==> src/tl_pkg.sv <==
`default_nettype none

package tl_pkg;

	localparam int addr_width = 32;

	typedef logic [addr_width-1:0] addr_t;
	typedef logic [2:0] opcode_t;
	typedef logic [3:0] size_t;    // log2 of bytes
	typedef logic [0:0] source_t;

	// A channel
	localparam opcode_t op_put_full    = 3'd0;
	localparam opcode_t op_put_partial = 3'd1;
	localparam opcode_t op_arithmetic  = 3'd2;
	localparam opcode_t op_logical     = 3'd3;
	localparam opcode_t op_get         = 3'd4;
	localparam opcode_t op_intent      = 3'd5;

	// D channel
	localparam opcode_t op_access_ack      = 3'd0;
	localparam opcode_t op_access_ack_data = 3'd1;

	typedef enum logic [2:0] {
		region_none,
		region_debug,
		region_error_dev,
		region_rom,
		region_clint,
		region_plic,
		region_mmio,
		region_dtim
	} region_e;

	typedef struct packed {
		logic readable;
		logic writable;
	} perm_t;

	localparam int    region_count = 8;
	localparam addr_t dtim_base    = 32'h8000_0000;

	localparam perm_t perm_no = '{readable: 1'b0, writable: 1'b0};
	localparam perm_t perm_ro = '{readable: 1'b1, writable: 1'b0};
	localparam perm_t perm_rw = '{readable: 1'b1, writable: 1'b1};

	// Limits are exclusive, entries follow region_e order
	localparam addr_t region_base [region_count] = '{
		32'h0000_0000, 32'h0000_0000, 32'h0000_3000, 32'h0001_0000,
		32'h0200_0000, 32'h0c00_0000, 32'h6000_0000, dtim_base
	};
	localparam addr_t region_limit [region_count] = '{
		32'h0000_0000, 32'h0000_1000, 32'h0000_4000, 32'h0002_0000,
		32'h0201_0000, 32'h1000_0000, 32'h8000_0000, dtim_base + 32'h4000
	};
	localparam perm_t region_perm [region_count] = '{
		perm_no, perm_rw, perm_rw, perm_ro, perm_rw, perm_rw, perm_rw, perm_rw
	};

	localparam int reset_hold_cycles = 5;

endpackage

`default_nettype wire

==> src/reset_stretch.sv <==
`timescale 1ns/1ns
`default_nettype none

module reset_stretch (
	input  logic clock,
	input  logic reset,
	output logic int_reset
);
	import tl_pkg::*;

	localparam int hold_w = $clog2(reset_hold_cycles + 1);

	logic [hold_w-1:0] hold_count;

	always_ff @(posedge clock) begin
		if (reset)
			hold_count <= hold_w'(reset_hold_cycles);
		else if (hold_count != '0)
			hold_count <= hold_count - 1'b1;
	end

	assign int_reset = reset || hold_count != '0;  // Held past external release

endmodule

`default_nettype wire

==> config.mk <==
export PLATFORM = sky130hd
export DESIGN_NAME = reset_stretch
export DESIGN_NICKNAME = d
export VERILOG_FILES = /design/src/tl_pkg.sv /design/src/reset_stretch.sv
export SDC_FILE = /design/constraint.sdc
export NUM_CORES = 1
export LEC_CHECK = 0
export BUFFER_PORTS_ARGS = -buffer_cell sky130_fd_sc_hd__buf_2
export CAP_MARGIN = 20
export CORE_AREA = 2 2 39 41
export DETAILED_ROUTE_END_ITERATION = 10
export DIE_AREA = 0 0 41 43
export PLACE_DENSITY = 0.34
export SETUP_SLACK_MARGIN = 0.15
export SLEW_MARGIN = 0
export SYNTH_ARGS = -nofsm -noshare
export SYNTH_HDL_FRONTEND = slang
export SYNTH_SLANG_ARGS = --single-unit
export TNS_END_PERCENT = 5
==> constraint.sdc <==
create_clock -name clock -period 1.2 [get_ports clock]
set_input_delay 0.24 -clock clock [delete_from_list [all_inputs] [get_ports clock]]
set_output_delay 0.24 -clock clock [all_outputs]
set_load 0.005 [all_outputs]
==> impl_metrics.tcl <==
set metrics [dict create \
    power_leakage_uw 0.000122 \
    overflow 0 \
    critical_path.max_fanout 2 \
    synth_top_area_cell "dfxtp_1" \
    grt_pass1_vias 186 \
    grtUsageTotal_pct 6.91 \
    grt_pass1_wl_um 724 \
    period_share_pct 109 \
    num_rows 14 \
    clock-sinks 3 \
    top_register "hold_count" \
    htree_levels 1 \
    period_needed_ns 1.31 \
    clockBufferDepth 2 \
    clock_latency_ns 0.24 \
    layout-drive-gt1-share_pct 65.5 \
    ys_seq_elements 3 \
    critPathRequiredTime_ns 0.96 \
    drc 0 \
    peakVddDrop_mv 0.488 \
    endpoint_kind "output port" \
    status "complete, but fails checks" \
    drtIter0Drc 2 \
    rsz0062_at_grt "true" \
    fp.dieH_um 43 \
    arrival_ns 1.07 \
    synth_edf_count 0 \
    synth_top_cell_area_share_pct 36.1 \
    synth-async-reset-ratio_pct 0 \
    max_slew_margin_pct 84.8 \
    grt_max_degree 7 \
    grt_antenna_before_repair 0 \
    fin_nets 34 \
    syn_area_um2 166 \
    first_pass_iters 2 \
    cts_made_buffers 3 \
    skew_ns 0.0112 \
    fin_ws_ns -0.112 \
    fin_area_um2 299 \
    synth_common_cells "dfxtp_1, inv_1, ha_1" \
    tns_ns -0.112 \
    initial_core_util_pct 12.0 \
    cts_root_buffer "clkbuf_4" \
    reg_top3 "hold_count: 3 flops" \
    finalSetupViolations 1 \
    ys_seq_area_share_pct 36.1 \
    critPathKind "flip-flop to output port" \
    die_x_um 41 \
    maxCapViolations 0 \
    path_clk_slew_ns 0.04 \
    cp-start-kind "flip-flop" \
    violations "negative setup slack" \
    hold_buffers 0 \
    p_per_area_nw_per_um2 1470 \
    largest_reg_flops 3 \
    tightest_slew_ns 0.228 \
    finalHoldViolations 0 \
    ys_warn_count 0 \
    drv_slew 0 \
    yosys-top-cells-area "dfxtp_1, ha_1, inv_1" \
    ant_nets 0 \
    synthDistinctLibCells 12 \
    synth-main-ff-cell "dfxtp_1" \
    wl_um 465 \
    placed_area_um2 206 \
    pre_cts_ws_ns 0.0304 \
    timing.fmax_ghz 0.762 \
    antenna_cells 0 \
    cts_tree "done" \
    nFillCells 158 \
    syn_avg_cell_area_um2 9.79 \
    place.gp.congestion 0.556 \
    hp-class "input pin to flip-flop" \
    routed_via_density 3.64 \
    num_vias 164 \
    synthCells 17 \
    area_growth_pct 79.7 \
    syn_nets 21 \
    post_drt_wl_per_cell_um 10.3 \
    pin_count 3 \
    port-buffer-count 2 \
    coreArea_um2 1380 \
    dieArea_um2 1760 \
]
## power breakdown
group	leakage [µW]	total (µW)	internal (µW)	switching, µW
registers	0.0000252	133	118	14.9
logic	0.0000822	122	74.7	47.1
clock network	0.0000150	185	125	59.5
## layer usage
layer	routed length, µm	part of all wire (%)	GRT usage (%)
met2	334	72	14.4
met3	16	3.4	1.57
met5	0	0	0
met4	0	0	6.00
met1	113	24	3.51
## cell families after synthesis
family | after synthesis | share of synthesized area (%)
AND/OR/NAND/NOR | 6 | 26.3
buffers and inverters | 3 | 6.77
adder cells (fa/ha/maj) | 2 | 15.0
flip-flops | 3 | 36.1
multiplexers | 1 | 6.02
AO/OA/AOI/OAI | 2 | 9.78
## worst max-delay path, cell delays in order, from the launching register on
cell and delay, ns:
dfxtp_2 0.32, inv_2 0.07, ha_4 0.13, nor2b_4 0.13, nand2b_1 0.05, buf_2 0.12
## cell type report
class	instances	area (µm²)	area share [%]
multi-input combinational	11	120	40.2
sequential	3	62.6	20.9
timing repair buffer	8	58.8	19.7
clock buffer	4	26.3	8.79
tap	16	20.0	6.69
inverter	3	11.3	3.77
## through the flow
step           power [µW]  cells  util, %  hold WS [ns]
4_1_cts               421     42     19.8         0.246
2_1_floorplan         170     17        -         0.339
6_report              439     45     21.6         0.249
3_5_place_dp          191     36     14.9         0.515
5_1_grt               477     45     21.6         0.248
3_3_place_gp          184     36     14.9         0.490
## timing repair
action | in CTS | in global routing
cloned | 0 | 0
pin swaps | 1 | 1
gates resized for setup | 8 | 1
buffers inserted | 2 | 3
endpoints found under the setup margin | 4 | 4
## cell usage in the layout (no fill, tap or decap)
| master | synthesis | layout |
|---|---|---|
| a211o_1 | 1 | 1 |
| nor3b_1 | 1 | 1 |
| o31ai_2 | 0 | 1 |
| buf_6 | 0 | 1 |
| dfxtp_1 | 3 | 1 |
| mux2i_1 | 1 | 1 |
| ha_4 | 0 | 1 |
| clkbuf_4 | 0 | 3 |
| clkbuf_1 | 0 | 1 |
| inv_2 | 0 | 2 |
| ha_2 | 0 | 1 |
| nor2b_1 | 1 | 1 |
| nor2_1 | 1 | 1 |
| buf_4 | 0 | 5 |
| nor2b_4 | 0 | 1 |
| buf_2 | 0 | 2 |
| inv_1 | 3 | 1 |
| nand2b_1 | 1 | 1 |
| nand4bb_1 | 1 | 1 |
| dfxtp_2 | 0 | 2 |
## worst paths after layout
path                 start       endpoint  slack (ns)  depth (start not counted)
max          hold_count[0]      int_reset       -0.11                          5
min                  reset  hold_count[1]        0.25                          2
min reg2reg  hold_count[1]  hold_count[1]        0.53                          2
max reg2reg  hold_count[1]  hold_count[2]        0.03                          5
No activity file was read; power rests on OpenSTA's default activity.
