--- config.mk ---
export PLATFORM = sky130hd
export DESIGN_NAME = pma_check
export DESIGN_NICKNAME = d
export VERILOG_FILES = /design/src/tl_pkg.sv /design/src/pma_check.sv
export SDC_FILE = /design/constraint.sdc
export NUM_CORES = 1
export LEC_CHECK = 0
export ABC_AREA = 0
export BUFFER_PORTS_ARGS = -buffer_cell sky130_fd_sc_hd__buf_2
export CAP_MARGIN = 15
export CORE_MARGIN = 2
export CORE_UTILIZATION = 50
export DETAILED_ROUTE_END_ITERATION = 10
export PLACE_DENSITY = 0.7
export RECOVER_POWER = 100
export SLEW_MARGIN = 20
export SYNTH_ARGS = -nofsm -noshare
export SYNTH_HDL_FRONTEND = slang
export SYNTH_SLANG_ARGS = --single-unit
--- constraint.sdc ---
create_clock -name vclk -period 17
set_input_delay 3.4 -clock vclk [all_inputs]
set_output_delay 3.4 -clock vclk [all_outputs]
set_load 0.005 [all_outputs]
--- src/tl_pkg.sv ---
`default_nettype none

package tl_pkg;

	localparam int addr_width = 32;

	typedef logic [addr_width-1:0] addr_t;
	typedef logic [2:0] opcode_t;
	typedef logic [3:0] size_t;    // log2 of bytes
	typedef logic [0:0] source_t;

	// A channel
	localparam opcode_t op_put_full    = 3'd0;
	localparam opcode_t op_put_partial = 3'd1;
	localparam opcode_t op_arithmetic  = 3'd2;
	localparam opcode_t op_logical     = 3'd3;
	localparam opcode_t op_get         = 3'd4;
	localparam opcode_t op_intent      = 3'd5;

	// D channel
	localparam opcode_t op_access_ack      = 3'd0;
	localparam opcode_t op_access_ack_data = 3'd1;

	typedef enum logic [2:0] {
		region_none,
		region_debug,
		region_error_dev,
		region_rom,
		region_clint,
		region_plic,
		region_mmio,
		region_dtim
	} region_e;

	typedef struct packed {
		logic readable;
		logic writable;
	} perm_t;

	localparam int    region_count = 8;
	localparam addr_t dtim_base    = 32'h8000_0000;

	localparam perm_t perm_no = '{readable: 1'b0, writable: 1'b0};
	localparam perm_t perm_ro = '{readable: 1'b1, writable: 1'b0};
	localparam perm_t perm_rw = '{readable: 1'b1, writable: 1'b1};

	// Limits are exclusive, entries follow region_e order
	localparam addr_t region_base [region_count] = '{
		32'h0000_0000, 32'h0000_0000, 32'h0000_3000, 32'h0001_0000,
		32'h0200_0000, 32'h0c00_0000, 32'h6000_0000, dtim_base
	};
	localparam addr_t region_limit [region_count] = '{
		32'h0000_0000, 32'h0000_1000, 32'h0000_4000, 32'h0002_0000,
		32'h0201_0000, 32'h1000_0000, 32'h8000_0000, dtim_base + 32'h4000
	};
	localparam perm_t region_perm [region_count] = '{
		perm_no, perm_rw, perm_rw, perm_ro, perm_rw, perm_rw, perm_rw, perm_rw
	};

	localparam int reset_hold_cycles = 5;

endpackage

`default_nettype wire

--- src/pma_check.sv ---
`timescale 1ns/1ns
`default_nettype none

module pma_check #(
	parameter int data_width = 32
) (
	input  tl_pkg::addr_t req_address,
	input  tl_pkg::size_t req_size,
	input  logic          req_write,
	output logic          allowed,
	output logic          in_ram
);
	import tl_pkg::*;

	localparam int beat_log2 = $clog2(data_width / 8);

	region_e first_region;
	region_e last_region;
	addr_t   last_address;
	addr_t   align_mask;
	perm_t   perm;
	logic    aligned;

	function automatic region_e region_of(addr_t address);
		region_e found;
		int      i;
		found = region_none;
		for (i = 1; i < region_count; i++) begin
			if (address >= region_base[i] && address < region_limit[i])
				found = region_e'(i);
		end
		return found;
	endfunction

	always_comb begin
		last_address = req_address + (addr_t'(1) << req_size) - addr_t'(1);
		first_region = region_of(req_address);
		last_region  = region_of(last_address);

		// Both ends must grant it
		perm = perm_t'(region_perm[first_region] & region_perm[last_region]);

		// Misalignment only counts inside one beat
		if (req_size > size_t'(beat_log2))
			align_mask = (addr_t'(1) << beat_log2) - addr_t'(1);
		else
			align_mask = (addr_t'(1) << req_size) - addr_t'(1);
		aligned = (req_address & align_mask) == '0;

		allowed = aligned && (req_write ? perm.writable : perm.readable);
		in_ram  = first_region == region_dtim && last_region == region_dtim;
	end

endmodule

`default_nettype wire

==> metrics.yaml <==
grt:
  grt_max_degree: 15
  grt_pass1_vias: 3709
  grt.overflow.total: 0
  grt_pass1_wl_mm: 17.48
  grtUsageTotal_pct: 26.80
  antenna_found_initial: 0
cells_and_area:
  synthToLayoutAreaGrowth_pct: 6.276
  mostFrequentLayoutCell: "inv_1"
  final_nets: 665
  antennaDiodeCount: 0
  final_cell_mix: "inv_1, ha_1, nand2_1"
  nClkBuffers: 0
  register_area_um2: 0
  final_layout_size_suffix_gt1_share_pct: 11.11
  sequential_cell_total: 0
  final_cells: 645
  fin_area_um2: 3835
worst_setup_path:
  crit_chain: "buf_2 -> nor2_1 -> nand2_1 -> ha_1 -> inv_1 -> ha_1 -> a211oi_1 -> o211a_1 -> o22ai_1 -> or4_1 -> a21oi_1 -> xnor2_1 -> o2111ai_1 -> or3_1 -> or2_1 -> a221o_1 -> ha_1 -> o31a_1 -> o32a_1 -> o41ai_1 -> buf_2"
  worst_ep_required_time_ns: 13.60
  cp-end-kind: "output pin"
  setup.worst_path.class: "input pin to output pin"
  startpoint_type: "input pin"
  critPathSlowestCell: "or4_1"
  crit_fanout: 10
  cp.arrival_ns: 8.69
  cp_common_cell: "ha_1"
  max_stage_delay_ns: 0.53
route:
  wl_mm: 10.59
  ant_nets: 0
  wl_per_cell_um: 16.42
  drc: 0
  viasPerCell: 6.353
  firstDrtPassIters: 5
  first_iter_violations: 354
  vias: 4098
timing:
  finalHoldViolations: 0
  setup_tns_ns: 0
  slew_headroom_pct: 34.41
  period_share_pct: 71.10
  grt_setup_unrepaired: "false"
  min_period_ns: 12.09
  drv_slew: 0
  worstMarginPinSlew_ns: 0.9749
  setup_violations: 0
  fmax_mhz: 82.73
  fin_ws_ns: 4.913
die:
  dieWidth_um: 88.95
  core_area_um2: 6907
  rows: 30
  ios: 39
  die_h_um: 88.95
  die_area_um2: 7912
  initial_core_util_pct: 52.25
placement:
  place_ws_ns: 5.084
  place_congestion: 0.9716
  placed_area_um2: 3844
  dp.cells: 645
  port_buffers: 39
  dp_hpwl_mm: 8.923
synth:
  ys_warn_count: 0
  syn_area_um2: 3608
  synth_area_per_cell_um2: 6.847
  yosys.cell_types.count: 82
  synth_cells: 527
  syn-num-nets: 641
  synth-seq-area-share_pct: 0
hold_path:
  hold_path_class: "input pin to output pin"
  min_path_cells: 5
status:
  status: "finished, final reports clean"
pwr:
  ir_drop_mv: 0.01383
  p_leak_uw: 0.001862
  power_density_nw_per_um2: 34.37
cts:
  ctsHoldBuffers: 0
  cts_setup_buffers: 0
  cts_resized: 0
flow_run:
  maxCapViolCount: 0
## stage by stage
stage | power [uW] | hold slack (ns) | util, %
2_1_floorplan | 98.04 | 7.089 | -
3_3_place_gp | 126.1 | 7.354 | 55.65
3_5_place_dp | 128.2 | 7.375 | 55.65
4_1_cts | 128.9 | 7.373 | 55.65
5_1_grt | 145.7 | 7.406 | 55.53
6_report | 131.8 | 7.384 | 55.53
## cell families (layout without fill, tap and decap cells)
| logic type | count (synthesis) | after routing | share of synthesized area [%] |
|---|---|---|---|
| AOI/OAI and AO/OA | 153 | 153 | 31.35 |
| xor gates and xnor gates | 11 | 11 | 2.670 |
| adders and majority gates | 77 | 77 | 26.91 |
| buffers and inverters | 95 | 117 | 10.33 |
| muxes | 3 | 3 | 0.8669 |
| and+or+nand+nor | 188 | 188 | 27.88 |
## cells in the mapped netlist (6+ instances only)
| master | instances | area [um^2] |
|---|---|---|
| o211ai_1 | 8 | 60.06 |
| ha_1 | 76 | 950.9 |
| and3_1 | 6 | 37.54 |
| a21o_1 | 7 | 52.55 |
| clkbuf_1 | 11 | 41.29 |
| a31oi_1 | 9 | 56.30 |
| a211oi_1 | 9 | 67.56 |
| nor4_1 | 8 | 50.05 |
| a21oi_1 | 29 | 145.1 |
| or4_1 | 6 | 45.04 |
| nor2_1 | 35 | 131.4 |
| nor2b_1 | 12 | 75.07 |
| o31ai_1 | 7 | 52.55 |
| nand2_1 | 46 | 172.7 |
| o21ai_0 | 17 | 85.08 |
| nand4_1 | 14 | 87.58 |
| nor3_1 | 9 | 45.04 |
| xnor2_1 | 7 | 61.31 |
| inv_1 | 77 | 289.0 |
| nand3_1 | 16 | 80.08 |
## critical path, delay by kind of cell
family	cells	cell delay (ns)
fa+ha+maj	3	0.84
xor+xnor	1	0.14
compound gates	9	1.99
buf+inv	3	0.40
simple gates	5	1.92
## routing by layer
| layer | vias to the layer above | global-route usage, % | share of wire (%) |
|---|---|---|---|
| met4 | 0 | 5.699 | 3.1 |
| met2 | 217 | 42.33 | 42 |
| met1 | 1854 | 40.15 | 47 |
| met3 | 43 | 1.477 | 7.4 |
| li1 | 1984 | - | - |
| met5 | - | 0 | 0 |
## where the power goes
| group | switching, uW | internal [uW] |
|---|---|---|
| logic | 80.5 | 51.3 |
| registers | 0 | 0 |
| clock network | 0 | 0 |
## path summary, 6_finish.rpt
path / start / endpoint / slack, ns
hold / removal: req_write / allowed / 7.38
setup / recovery: req_size[2] / allowed / 4.91
## area by class of cell
class | count | area [um^2]
Fill cell | 723 | 3072
Inverter | 78 | 292.8
Multi-Input combinational cell | 432 | 3227
Tap cell | 96 | 120.1
Timing Repair Buffer | 39 | 195.2
(Power assumes the default switching activity.)
