## config.mk

```make
export PLATFORM = sky130hd
export DESIGN_NAME = tl_sequencer
export DESIGN_NICKNAME = d
export VERILOG_FILES = /design/src/tl_pkg.sv /design/src/tl_sequencer.sv
export SDC_FILE = /design/constraint.sdc
export NUM_CORES = 1
export LEC_CHECK = 0
export BUFFER_PORTS_ARGS = -buffer_cell sky130_fd_sc_hd__buf_2
export CORE_AREA = 2 2 136 138
export CTS_CLUSTER_SIZE = 16
export DETAILED_ROUTE_END_ITERATION = 10
export DIE_AREA = 0 0 138 140
export GPL_TIMING_DRIVEN = 0
export PLACE_DENSITY_LB_ADDON = 0.25
export SLEW_MARGIN = 20
export SYNTH_ARGS = -nofsm -noshare
export SYNTH_HDL_FRONTEND = slang
export SYNTH_SLANG_ARGS = --single-unit
```

## constraint.sdc

```tcl
create_clock -name clock -period 6.2 [get_ports clock]
set_input_delay 0.31 -clock clock [delete_from_list [all_inputs] [get_ports clock]]
set_output_delay 0.31 -clock clock [all_outputs]
set_load 0.01 [all_outputs]
```

## src/tl_pkg.sv

```systemverilog
`default_nettype none

package tl_pkg;

	localparam int addr_width = 32;

	typedef logic [addr_width-1:0] addr_t;
	typedef logic [2:0] opcode_t;
	typedef logic [3:0] size_t;    // log2 of bytes
	typedef logic [0:0] source_t;

	// A channel
	localparam opcode_t op_put_full    = 3'd0;
	localparam opcode_t op_put_partial = 3'd1;
	localparam opcode_t op_arithmetic  = 3'd2;
	localparam opcode_t op_logical     = 3'd3;
	localparam opcode_t op_get         = 3'd4;
	localparam opcode_t op_intent      = 3'd5;

	// D channel
	localparam opcode_t op_access_ack      = 3'd0;
	localparam opcode_t op_access_ack_data = 3'd1;

	typedef enum logic [2:0] {
		region_none,
		region_debug,
		region_error_dev,
		region_rom,
		region_clint,
		region_plic,
		region_mmio,
		region_dtim
	} region_e;

	typedef struct packed {
		logic readable;
		logic writable;
	} perm_t;

	localparam int    region_count = 8;
	localparam addr_t dtim_base    = 32'h8000_0000;

	localparam perm_t perm_no = '{readable: 1'b0, writable: 1'b0};
	localparam perm_t perm_ro = '{readable: 1'b1, writable: 1'b0};
	localparam perm_t perm_rw = '{readable: 1'b1, writable: 1'b1};

	// Limits are exclusive, entries follow region_e order
	localparam addr_t region_base [region_count] = '{
		32'h0000_0000, 32'h0000_0000, 32'h0000_3000, 32'h0001_0000,
		32'h0200_0000, 32'h0c00_0000, 32'h6000_0000, dtim_base
	};
	localparam addr_t region_limit [region_count] = '{
		32'h0000_0000, 32'h0000_1000, 32'h0000_4000, 32'h0002_0000,
		32'h0201_0000, 32'h1000_0000, 32'h8000_0000, dtim_base + 32'h4000
	};
	localparam perm_t region_perm [region_count] = '{
		perm_no, perm_rw, perm_rw, perm_ro, perm_rw, perm_rw, perm_rw, perm_rw
	};

	localparam int reset_hold_cycles = 5;

endpackage

`default_nettype wire

```

## src/tl_sequencer.sv

```systemverilog
`timescale 1ns/1ns
`default_nettype none

module tl_sequencer #(
	parameter int data_width = 32,
	parameter int ram_words  = 256
) (
	input  logic                         clock,
	input  logic                         int_reset,

	output logic                         a_ready,
	input  logic                         a_valid,
	input  tl_pkg::opcode_t              a_opcode,
	input  tl_pkg::size_t                a_size,
	input  tl_pkg::source_t              a_source,
	input  tl_pkg::addr_t                a_address,
	input  logic [data_width/8-1:0]      a_mask,
	input  logic [data_width-1:0]        a_data,

	input  logic                         d_ready,
	output logic                         d_valid,
	output tl_pkg::opcode_t              d_opcode,
	output tl_pkg::size_t                d_size,
	output tl_pkg::source_t              d_source,
	output logic                         d_denied,
	output logic                         d_corrupt,
	output logic [data_width-1:0]        d_data,

	output tl_pkg::addr_t                req_address,
	output tl_pkg::size_t                req_size,
	output logic                         req_write,
	input  logic                         allowed,
	input  logic                         in_ram,

	output logic                         ram_read,
	output logic                         ram_write,
	output logic [$clog2(ram_words)-1:0] ram_index,
	output logic [data_width-1:0]        ram_wdata,
	output logic [data_width/8-1:0]      ram_wmask,
	input  logic [data_width-1:0]        ram_rdata
);
	import tl_pkg::*;

	localparam int beat_bytes = data_width / 8;
	localparam int beat_log2  = $clog2(beat_bytes);
	localparam int index_w    = $clog2(ram_words);
	localparam int count_w    = 17;  // Up to 2^15 bytes plus a beat

	logic                  accept_en;
	logic                  busy;
	opcode_t               op_opcode;
	size_t                 op_size;
	source_t               op_source;
	addr_t                 op_address;
	logic [beat_bytes-1:0] op_mask;
	logic [data_width-1:0] op_data;
	logic [count_w-1:0]    count;
	logic [count_w-1:0]    next_count;
	logic                  last;
	logic                  a_fire;
	logic                  d_fire;
	logic                  put_write;
	logic [index_w-1:0]    op_index;
	logic [index_w-1:0]    read_index;
	logic                  pend;
	logic [index_w-1:0]    pend_index;
	logic [data_width-1:0] pend_data;
	logic [beat_bytes-1:0] pend_mask;
	logic                  fwd_hit;
	logic [data_width-1:0] read_word;

	assign req_address = op_address;
	assign req_size    = op_size;
	assign req_write   = op_opcode == op_put_full;

	assign op_index  = op_address[beat_log2 +: index_w];
	assign put_write = op_opcode == op_put_full && op_size <= size_t'(beat_log2)
		&& allowed && in_ram;

	assign d_valid = busy;
	assign d_fire  = d_valid && d_ready;
	assign a_ready = accept_en && (!busy || (last && d_fire));
	assign a_fire  = a_ready && a_valid;

	// Beat 0 is fetched on acceptance, later beats on each handshake
	assign ram_read   = (a_fire && a_opcode == op_get) || (d_fire && !last);
	assign read_index = a_fire ? a_address[beat_log2 +: index_w]
		: op_index + index_w'(next_count >> beat_log2);

	// Put data goes in during service or waits in pend behind a read
	assign ram_write = (pend || (busy && put_write)) && !ram_read;
	assign ram_index = ram_read ? read_index : pend ? pend_index : op_index;
	assign ram_wdata = pend ? pend_data : op_data;
	assign ram_wmask = pend ? pend_mask : op_mask;

	always_comb begin
		next_count = count + count_w'(beat_bytes);
		last       = 1'b1;
		d_opcode   = op_access_ack;
		d_denied   = 1'b1;  // Unsupported or oversized
		d_corrupt  = 1'b0;
		if (op_opcode == op_get) begin
			d_opcode  = op_access_ack_data;
			d_denied  = !allowed;
			d_corrupt = !allowed;
			if (allowed)
				last = next_count >= (count_w'(1) << op_size);
		end else if (op_opcode == op_put_full) begin
			d_denied = !(allowed && op_size <= size_t'(beat_log2));
		end
	end

	always_comb begin
		read_word = ram_rdata;
		if (fwd_hit) begin
			for (int b = 0; b < beat_bytes; b++) begin
				if (pend_mask[b])
					read_word[b*8 +: 8] = pend_data[b*8 +: 8];
			end
		end
	end

	assign d_data   = (op_opcode == op_get && allowed && in_ram) ? read_word : '0;
	assign d_size   = op_size;
	assign d_source = op_source;

	always_ff @(posedge clock) begin
		if (int_reset) begin
			accept_en <= 1'b0;
			busy      <= 1'b0;
			pend      <= 1'b0;
			fwd_hit   <= 1'b0;
		end else begin
			accept_en <= 1'b1;
			if (d_fire) begin
				count <= next_count;
				if (last)
					busy <= 1'b0;
			end
			if (a_fire) begin
				busy  <= 1'b1;
				count <= '0;
			end
			if (d_fire && put_write && ram_read)
				pend <= 1'b1;
			else if (ram_write)
				pend <= 1'b0;
			if (ram_read)  // Read hits a write not yet in the array
				fwd_hit <= (d_fire && put_write) ? read_index == op_index
					: pend && read_index == pend_index;
		end
	end

	always_ff @(posedge clock) begin
		if (a_fire) begin
			op_opcode  <= a_opcode;
			op_size    <= a_size;
			op_source  <= a_source;
			op_address <= a_address;
			op_mask    <= a_mask;
			op_data    <= a_data;
		end
		if (d_fire && put_write) begin
			pend_index <= op_index;
			pend_data  <= op_data;
			pend_mask  <= op_mask;
		end
	end

endmodule

`default_nettype wire
```

==> results of run 1 <==
## cells in the final DEF, fill, tap and decap left out, types with 8 or more instances in the layout
master / Yosys / layout
a21oi_1: 45 / 45
and2_1: 12 / 12
buf_2: 4 / 243
clkbuf_1: 16 / 15
clkbuf_16: 0 / 17
edfxtp_1: 135 / 135
ha_1: 21 / 21
inv_1: 19 / 19
mux2_2: 38 / 38
mux2i_1: 9 / 9
nand2_1: 72 / 72
nand3_1: 45 / 45
nand4_1: 9 / 9
nor2_1: 31 / 30
nor2b_1: 8 / 8
nor3_1: 8 / 8
o21ai_0: 17 / 17
xnor2_1: 12 / 12
xor2_1: 14 / 14
## cells by family after synthesis
| group | after synthesis | share of synthesized area |
|---|---|---|
| fa+ha+maj | 22 | 0.03936 |
| compound gates | 106 | 0.09526 |
| flops | 139 | 0.5754 |
| mux | 49 | 0.07576 |
| simple gates | 213 | 0.1456 |
| other cells | 1 | 0.0005220 |
| xor+xnor | 27 | 0.03501 |
| buf+inv | 54 | 0.03309 |
## flip-flops by register name (all words and copies together), names as in the netlist
| signal | cells |
|---|---|
| op_mask | 4 |
| req_address | 32 |
| pend | 1 |
| count | 15 |
| d_source | 1 |
| accept_en | 1 |
| pend_index | 8 |
| fwd_hit | 1 |
| pend_mask | 4 |
| d_size | 4 |
| op_data | 32 |
| pend_data | 32 |
| op_opcode | 3 |
| d_valid | 1 |
## worst max-delay path: stages, from the launching register on
cell and delay [ns]:
edfxtp_1 0.45, nand4_2 0.21, nor2_1 0.21, nand3_1 0.19, nor2_1 0.16, xnor2_1 0.10, ha_1 0.30, and3_1 0.23
a22o_1 0.17, nor4b_1 0.05, and3_4 0.20, a31o_4 0.27, inv_2 0.08, buf_2 0.25, buf_2 0.65, buf_12 0.27
a21oi_1 0.08, o21ai_0 0.24, buf_2 0.20
## final timing paths
kind                     end  cells after the start
min          req_address[12]                      1
min reg2reg    pend_data[22]                      0
max             ram_index[3]                     18
max reg2reg          fwd_hit                     17
## layout make-up
cell class	instances	share of cell area
Sequential cell	139	0.4446
Multi-Input combinational cell	419	0.3032
Timing Repair Buffer	240	0.1324
Clock buffer	17	0.04575
Tap cell	229	0.03082
Buffer	33	0.01763
Clock inverter	15	0.01682
Inverter	21	0.008478
Antenna cell	1	0.0002691
## routing by layer
metal / share of wire / vias to the layer above / routed length [um] / GRT usage
met3: 0.057 / 30 / 1089 / 0.04581
met1: 0.45 / 2655 / 8462 / 0.2561
met4: 0.022 / 0 / 418 / 0.07465
met5: 0 / - / 0 / 0
met2: 0.47 / 217 / 8979 / 0.3051
li1: - / 2795 / - / -
## per-stage QoR
step           utilization  instances
2_1_floorplan            -        612
3_3_place_gp        0.4874       1079
3_5_place_dp        0.4901       1081
4_1_cts             0.5228       1113
5_1_grt             0.5229       1114
6_report            0.5229       1114
## power breakdown
| part | switching (W) | leakage [nW] | internal, W |
|---|---|---|---|
| Clock | 0.000432 | 0.290 | 0.000570 |
| Sequential | 0.0000164 | 1.28 | 0.00106 |
| Combinational | 0.000134 | 2.27 | 0.000108 |
| Total | 0.000583 | 3.83 | 0.00174 |
==> summary.txt, run 1 <==
# rows - 49
GRT Total Usage - 0.1920
Gpl congestion - 0.8409
RSZ-0062 raised after global routing - false
Chip Width - 138 um
Share of the synthesized area in the top cell type - 0.5643
Unique masters post-synth - 70
Final worst slack - 1.161 ns
Clk Latency, worst-skew pair - 0.42 ns
Critical path class - flop to output pin
FF+latch count, synth - 139
Worst Setup End Kind - output pin
DRC viols - 0
Worst-Margin Slew - 0.8192 ns
Die area - 0.01932 mm^2
Inserted Clock Buffers - 17
Chip height - 140 um
Reg-to-Reg Start - count[7]
Most common flop cell mapped by yosys - edfxtp_1
P per Cell Area - 249.9 mW/mm^2
Fin. Hold Viols - 0
CTS Buffer Depth - 2
R2r setup slk - 1.85 ns
# IOs - 241
Grt total ovfl - 0
CTS tree - built
Largest net degree at the start of global routing - 49
Yosys top cell by area - edfxtp_1
Area growth syn-to-layout - 29.41%
Worst Path Arrival - 4.73 ns
Fillcell total - 1600
Yosys warns - 0
Worst min-delay path startpoint - a_address[12]
Most frequent cell after synthesis - edfxtp_1
Final cycle utilization of the critical path - 0.8127
Slew HR - 0.4398
Antenna-violating nets left - 0
Netlist area before placement - 0.007184 mm^2
Placement Cell Area - 0.008713 mm^2
CTS Root Cell - clkbuf_16
Share of layout cells above drive strength 1 - 0.3790
Routed WL per cell - 17.01 um
Clock Sinks - 139
Final Max Tran Viols - 0
Post-CTS Hold Fix Bufs - 0
Startpoint Class - flop
Number of vias per cell - 5.114
CTS clk-pin slew, worst paths - 0.07 ns
Sequential cell area - 0.004134 mm^2
Post_cts resized - 0
Synth area leaders - edfxtp_1, mux2_2, nand2_1
FFs w/ async S/R, synth - 0
H-tree level count - 4
Hold slack - 0.05880 ns
HPWL Detailed - 14390 um
CORE AREA - 0.01778 mm^2
Nets - 1007
Commonest cells in the netlist - edfxtp_1, nand2_1, a21oi_1, nand3_1, mux2_2
Fmax - 198.5 MHz
First-pass GRT wire length - 29170 um
DR pass1 iterations - 5
Mapped Cells - 611
Post-CTS Setup Bufs - 0
Design Area, Final - 0.009298 mm^2
Via count - 5697
Area taken by multi-input logic gates - 0.002819 mm^2
Pre-CTS WS - 1.609 ns
Critical Path RT - 5.89 ns
Final WL - 18950 um
Seq/Total Area, Yosys - 0.5754
Vias in the first global route - 5526
Synth Area per Inst - 11.76 um^2
Final setup fails - 0
Setup TNS - 0 ns
Initial antenna violation count - 1
Maxcap violations - 0
Post-synth EDFFs - 135
Starting Density - 0.4041
Pleak - 3.834 nW
Crit Path Max Fanout - 29
Worst vdd ir - 0.0002106 V
Status - finished clean
Initial DRC count - 462
Hold WC Path Type - input pin to flop
Worst Skew - 0.01054 ns
Clock period minus worst slack - 5.039 ns
Total power - 0.002323 W
Port buffer count - 238
Critical path startpoint - count[7]
No activity file was read; power rests on OpenSTA's default activity.
==> inputs of run 2 (changes only) <==
Clock period 6.2 ns to 4.2 ns, I/O delays scaled along.
==> run 2 against run 1 <==
- sequential cell count is the same
- largest cell class unchanged
- sequential share of layout area shrank 3.6 points
- worst hold slack lost 0.035 ns
- clock power grew 41%
- critical endpoint is now ram_index[7]
==> summary.txt, run 2 (synthesis gave the netlist of run 1 again) <==
# IOs - 241
CP bufs+invs - 3
Critical Path RT - 3.99 ns
Inserted Clock Buffers - 17
Final WL - 20300 um
Clk Latency, worst-skew pair - 0.43 ns
Clock Sinks - 139
# rows - 49
Worst Skew - 0.008476 ns
RSZ-0062 raised after global routing - false
Worst Path Arrival - 3.79 ns
Fin. Hold Viols - 0
Slew HR - 0.4557
CTS Buffer Depth - 2
Largest delay contributor family on the critical path - compound AO/OA/AOI/OAI gates
First-pass GRT wire length - 31860 um
Via count - 6065
Commonest non-fill, non-tap cells in the layout - buf_2, edfxtp_1, nand2_1
Hold WC Path Type - input pin to flop
Clock period minus worst slack - 4.004 ns
Routed WL per cell - 17.03 um
CTS tree - built
Startpoint Class - flop
Crit Path Max Fanout - 26
Area growth syn-to-layout - 40.96%
Initial DRC count - 282
Hold slack - 0.02357 ns
P per Cell Area - 338.6 mW/mm^2
Slowest stage delay, CP - 0.42 ns
Comb pwr share - 0.124
HPWL Detailed - 14280 um
DRC viols - 0
Clk pwr share - 0.411
Dpl cells - 1080
Placement Cell Area - 0.008696 mm^2
Nets - 1086
Int Pwr - 0.002555 W
Final setup fails - 0
H-tree level count - 4
Port buffer count - 238
CORE AREA - 0.01778 mm^2
GRT Total Usage - 0.2088
Crit-path slowest cell - edfxtp_1
Final cell count without fillers - 1192
Status - finished clean
Initial antenna violation count - 0
Chip Width - 138 um
Critical path depth - 15
Final Max Tran Viols - 0
Most common cell after layout, fill and taps aside - buf_2
CTS clk-pin slew, worst paths - 0.07 ns
Number of vias per cell - 5.088
Switching Share - 0.2549
Diode count - 0
Vias in the first global route - 6126
Gpl congestion - 0.8569
Maxcap violations - 0
Setup TNS - 0 ns
Critical path class - flop to output pin
Crit path cell chain - ha_4, and2_1, nand2_1, xnor2_1, ha_1, o21ai_0, nor2_1, o311a_1, o2111ai_2, a31o_4, inv_4, buf_12, a211oi_1, a21oi_1, buf_2
Largest net degree at the start of global routing - 49
DR pass1 iterations - 7
Cell depth of the worst flop-to-flop path - 15
Share of layout cells above drive strength 1 - 0.3707
Starting Density - 0.4041
Final cycle utilization of the critical path - 0.9533
Psw - 0.0008740 W
Die area - 0.01932 mm^2
Hold Crit Depth - 2
Grt total ovfl - 0
Antenna-violating nets left - 0
Fmax - 249.8 MHz
Pleak - 4.168 nW
Worst Setup End Kind - output pin
Design Area, Final - 0.01013 mm^2
Sequential power share - 0.464
CTS Root Cell - clkbuf_16
Worst vdd ir - 0.0002897 V
Chip height - 140 um
Fin util - 0.5696
Worst-Margin Slew - 0.7959 ns
[run 2: changes by cell type in the layout (fill, tap and decap cells not counted), sizes merged]
cell / previous run / this run
inv: 29 / 30
diode: 1 / 0
buf: 257 / 266
clkinv: 6 / 4
clkinvlp: 0 / 2
bufinv: 1 / 0
bufbuf: 0 / 1
dlygate4sd3: 0 / 69
[run 2: what timing repair did]
item / CTS / global route
hold buffers: 68 / 1
gates cloned: 1 / 0
buffers inserted: 6 / 5
pin swaps: 1 / 7
gates resized for setup: 11 / 11
endpoints found under the hold margin: 68 / 1
setup endpoints to repair: 8 / 10
[run 2: worst register-to-register path: cells and delay by family, from the launching register on]
kind | cells | cell delay (ns)
buffers and inverters | 1 | 0.17
and+or+nand+nor | 3 | 0.35
AOI/OAI and AO/OA | 7 | 2.07
adders and majority gates | 2 | 0.49
muxes | 1 | 0.10
xor gates and xnor gates | 1 | 0.31
DFF | 1 | 0.42
[run 2: through the flow]
stage | setup WS [ns] | total power, W
after floorplan | 0.03543 | 0.001822
after global placement | -0.9444 | 0.001967
after global routing | 0.0003628 | 0.003560
final | 0.1961 | 0.003429
after CTS | 0.07784 | 0.003450
after detailed placement | -0.09291 | 0.001976
[run 2: power groups by stage]
stage | registers [W] | logic (W) | clock network [W]
after floorplan | 0.00162 | 0.000197 | 0
after detailed placement | 0.00162 | 0.000353 | 0
after CTS | 0.00159 | 0.000418 | 0.00144
after global placement | 0.00162 | 0.000345 | 0
after global routing | 0.00160 | 0.000468 | 0.00149
final | 0.00159 | 0.000426 | 0.00141
[run 2: area by class of cell]
type,instances,area (um^2)
Tap cell,229,286.5
Clock inverter,15,127.6
Timing Repair Buffer,320,2017
Buffer,32,175.2
Multi-Input combinational cell,419,2880
Clock buffer,17,425.4
Sequential cell,139,4134
Inverter,21,81.33
Fill cell,1537,7652
[run 2: path summary, 6_finish.rpt]
kind / start / end / slack [ns]
worst max-delay path: count[3] / ram_index[7] / 0.20
worst min-delay path: int_reset / d_valid / 0.02
worst max register to register: count[3] / fwd_hit / 0.24
worst min register to register: op_data[22] / pend_data[22] / 0.45
[run 2: per-layer routing]
layer  routed length (um)  vias up  track usage
met2                 9722      237       0.3452
met4                  520        0      0.06982
met3                 1299       36      0.05915
li1                     -     2956            -
met1                 8759     2836       0.2658
met5                    0        -            0
==> inputs of run 3 (changes only) <==
Settings changed: CORE_AREA 2 2 136 138 to 8 8 123 170, DIE_AREA 0 0 138 140 to 0 0 131 178.
==> run 3 against run 2 <==
- sequential power about the same
- worst hold slack improved by 0.0077 ns
- register-to-register slack got worse by 0.08 ns
==> summary.txt, run 3 (synthesis gave the netlist of run 1 again) <==
Most frequent CP cell - and3_4
Placement Cell Area - 0.008722 mm^2
Clock period minus worst slack - 4.042 ns
CTS Root Cell - clkbuf_16
Setup TNS - 0 ns
Final setup fails - 0
Routed WL per cell - 18.17 um
Area growth syn-to-layout - 42.93%
Share of layout cells above drive strength 1 - 0.3776
Crit Path Max Fanout - 10
Slew HR - 0.4977
Nets - 1088
Commonest non-fill, non-tap cells in the layout - buf_2, edfxtp_1, nand2_1
Total power - 0.003536 W
DR pass1 iterations - 5
Worst Skew - 0.005829 ns
Via count - 6057
Starting Density - 0.3909
Fin. Hold Viols - 0
Dpl cells - 1095
Maxcap violations - 0
Final cell count without fillers - 1208
Crit-path slowest cell - a2111oi_0
Port buffer count - 238
Final cycle utilization of the critical path - 0.9624
Chip height - 178 um
Fmax - 247.4 MHz
H-tree level count - 4
Worst Path Arrival - 4.39 ns
GRT Total Usage - 0.1812
Antenna-violating nets left - 0
Pleak - 4.201 nW
Inserted Clock Buffers - 17
CORE AREA - 0.01838 mm^2
DRC viols - 0
Worst-Margin Slew - 0.7344 ns
Chip Width - 131 um
CTS clk-pin slew, worst paths - 0.06 ns
Worst vdd ir - 0.0002077 V
CP bufs+invs - 2
# IOs - 241
Initial antenna violation count - 1
Final Max Tran Viols - 0
Worst Setup End Kind - flop
Diode count - 0
Largest net degree at the start of global routing - 49
Critical path class - flop to flop
CTS tree - built
Slowest stage delay, CP - 0.71 ns
Design Area, Final - 0.01027 mm^2
Largest delay contributor family on the critical path - compound AO/OA/AOI/OAI gates
Startpoint Class - flop
Clk Latency, worst-skew pair - 0.42 ns
Gpl congestion - 0.9041
First-pass GRT wire length - 32040 um
Status - finished clean
Final WL - 21950 um
P per Cell Area - 344.3 mW/mm^2
Number of vias per cell - 5.014
HPWL Detailed - 16160 um
Critical Path RT - 4.55 ns
Crit path cell chain - buf_4, and3_4, nand3_4, nor2_4, xor2_2, ha_1, and3_4, a22o_1, nor4b_2, and3_4, a31o_4, buf_6, mux2i_1, a2111oi_0, a31oi_1, o21ai_1
Clock Sinks - 139
Die area - 0.02332 mm^2
Grt total ovfl - 0
Vias in the first global route - 6190
Initial DRC count - 360
Hold WC Path Type - input pin to flop
Most common cell after layout, fill and taps aside - buf_2
# rows - 59
CTS Buffer Depth - 2
-- run 3: cell types whose count changed in the layout (fill, tap and decap cells not counted), moves of 2 or more --
cell       previous run  this run
xor2_1               14        12
inv_8                 3         1
xor2_2                0         2
and3_4                1         3
bufinv_16             0         2
and3_1                5         3
-- run 3: metrics by stage --
step | hold WS [ns] | worst slack (ns) | utilization
after floorplan | 0.2785 | 0.03543 | -
after global placement | 0.3863 | -1.012 | 0.4725
after detailed placement | 0.3881 | -0.1518 | 0.4745
after CTS | 0.01109 | 0.02739 | 0.5512
after global routing | 0.02006 | -0.02758 | 0.5586
final | 0.03126 | 0.1578 | 0.5586
-- run 3: repair_timing --
action,in CTS,in global routing
resized for setup,12,22
setup endpoints to repair,9,10
setup buffers,6,7
gates cloned,1,0
hold endpoints to repair,70,0
pin swaps,1,9
hold buffers,69,0
-- run 3: final cells by class --
| type | instances | area, um^2 |
|---|---|---|
| timing repair buffer | 322 | 2043 |
| multi-input combinational | 419 | 2942 |
| inverter | 21 | 86.33 |
| fill | 1592 | 8113 |
| sequential | 139 | 4134 |
| buffer | 32 | 175.2 |
| clock buffer | 17 | 425.4 |
| tap | 244 | 305.3 |
| clock inverter | 14 | 157.7 |
-- run 3: metal layers --
layer	vias to the layer above	part of all wire	global-route usage
met5	-	0.00059	0
li1	2950	-	-
met1	2837	0.38	0.1905
met3	41	0.084	0.05326
met4	2	0.028	0.07249
met2	227	0.51	0.3278
-- run 3: final timing paths --
check	to	cells past startpoint	from	slack [ns]
min reg2reg	pend_data[12]	0	op_data[12]	0.45
min	req_address[2]	1	a_address[2]	0.03
max	fwd_hit	16	count[3]	0.16
max reg2reg	fwd_hit	16	count[3]	0.16
-- run 3: power breakdown --
part           total [W]  switching [W]  internal [W]
logic           0.000435       0.000218      0.000217
clock network    0.00151       0.000624      0.000883
registers        0.00159      0.0000250       0.00157
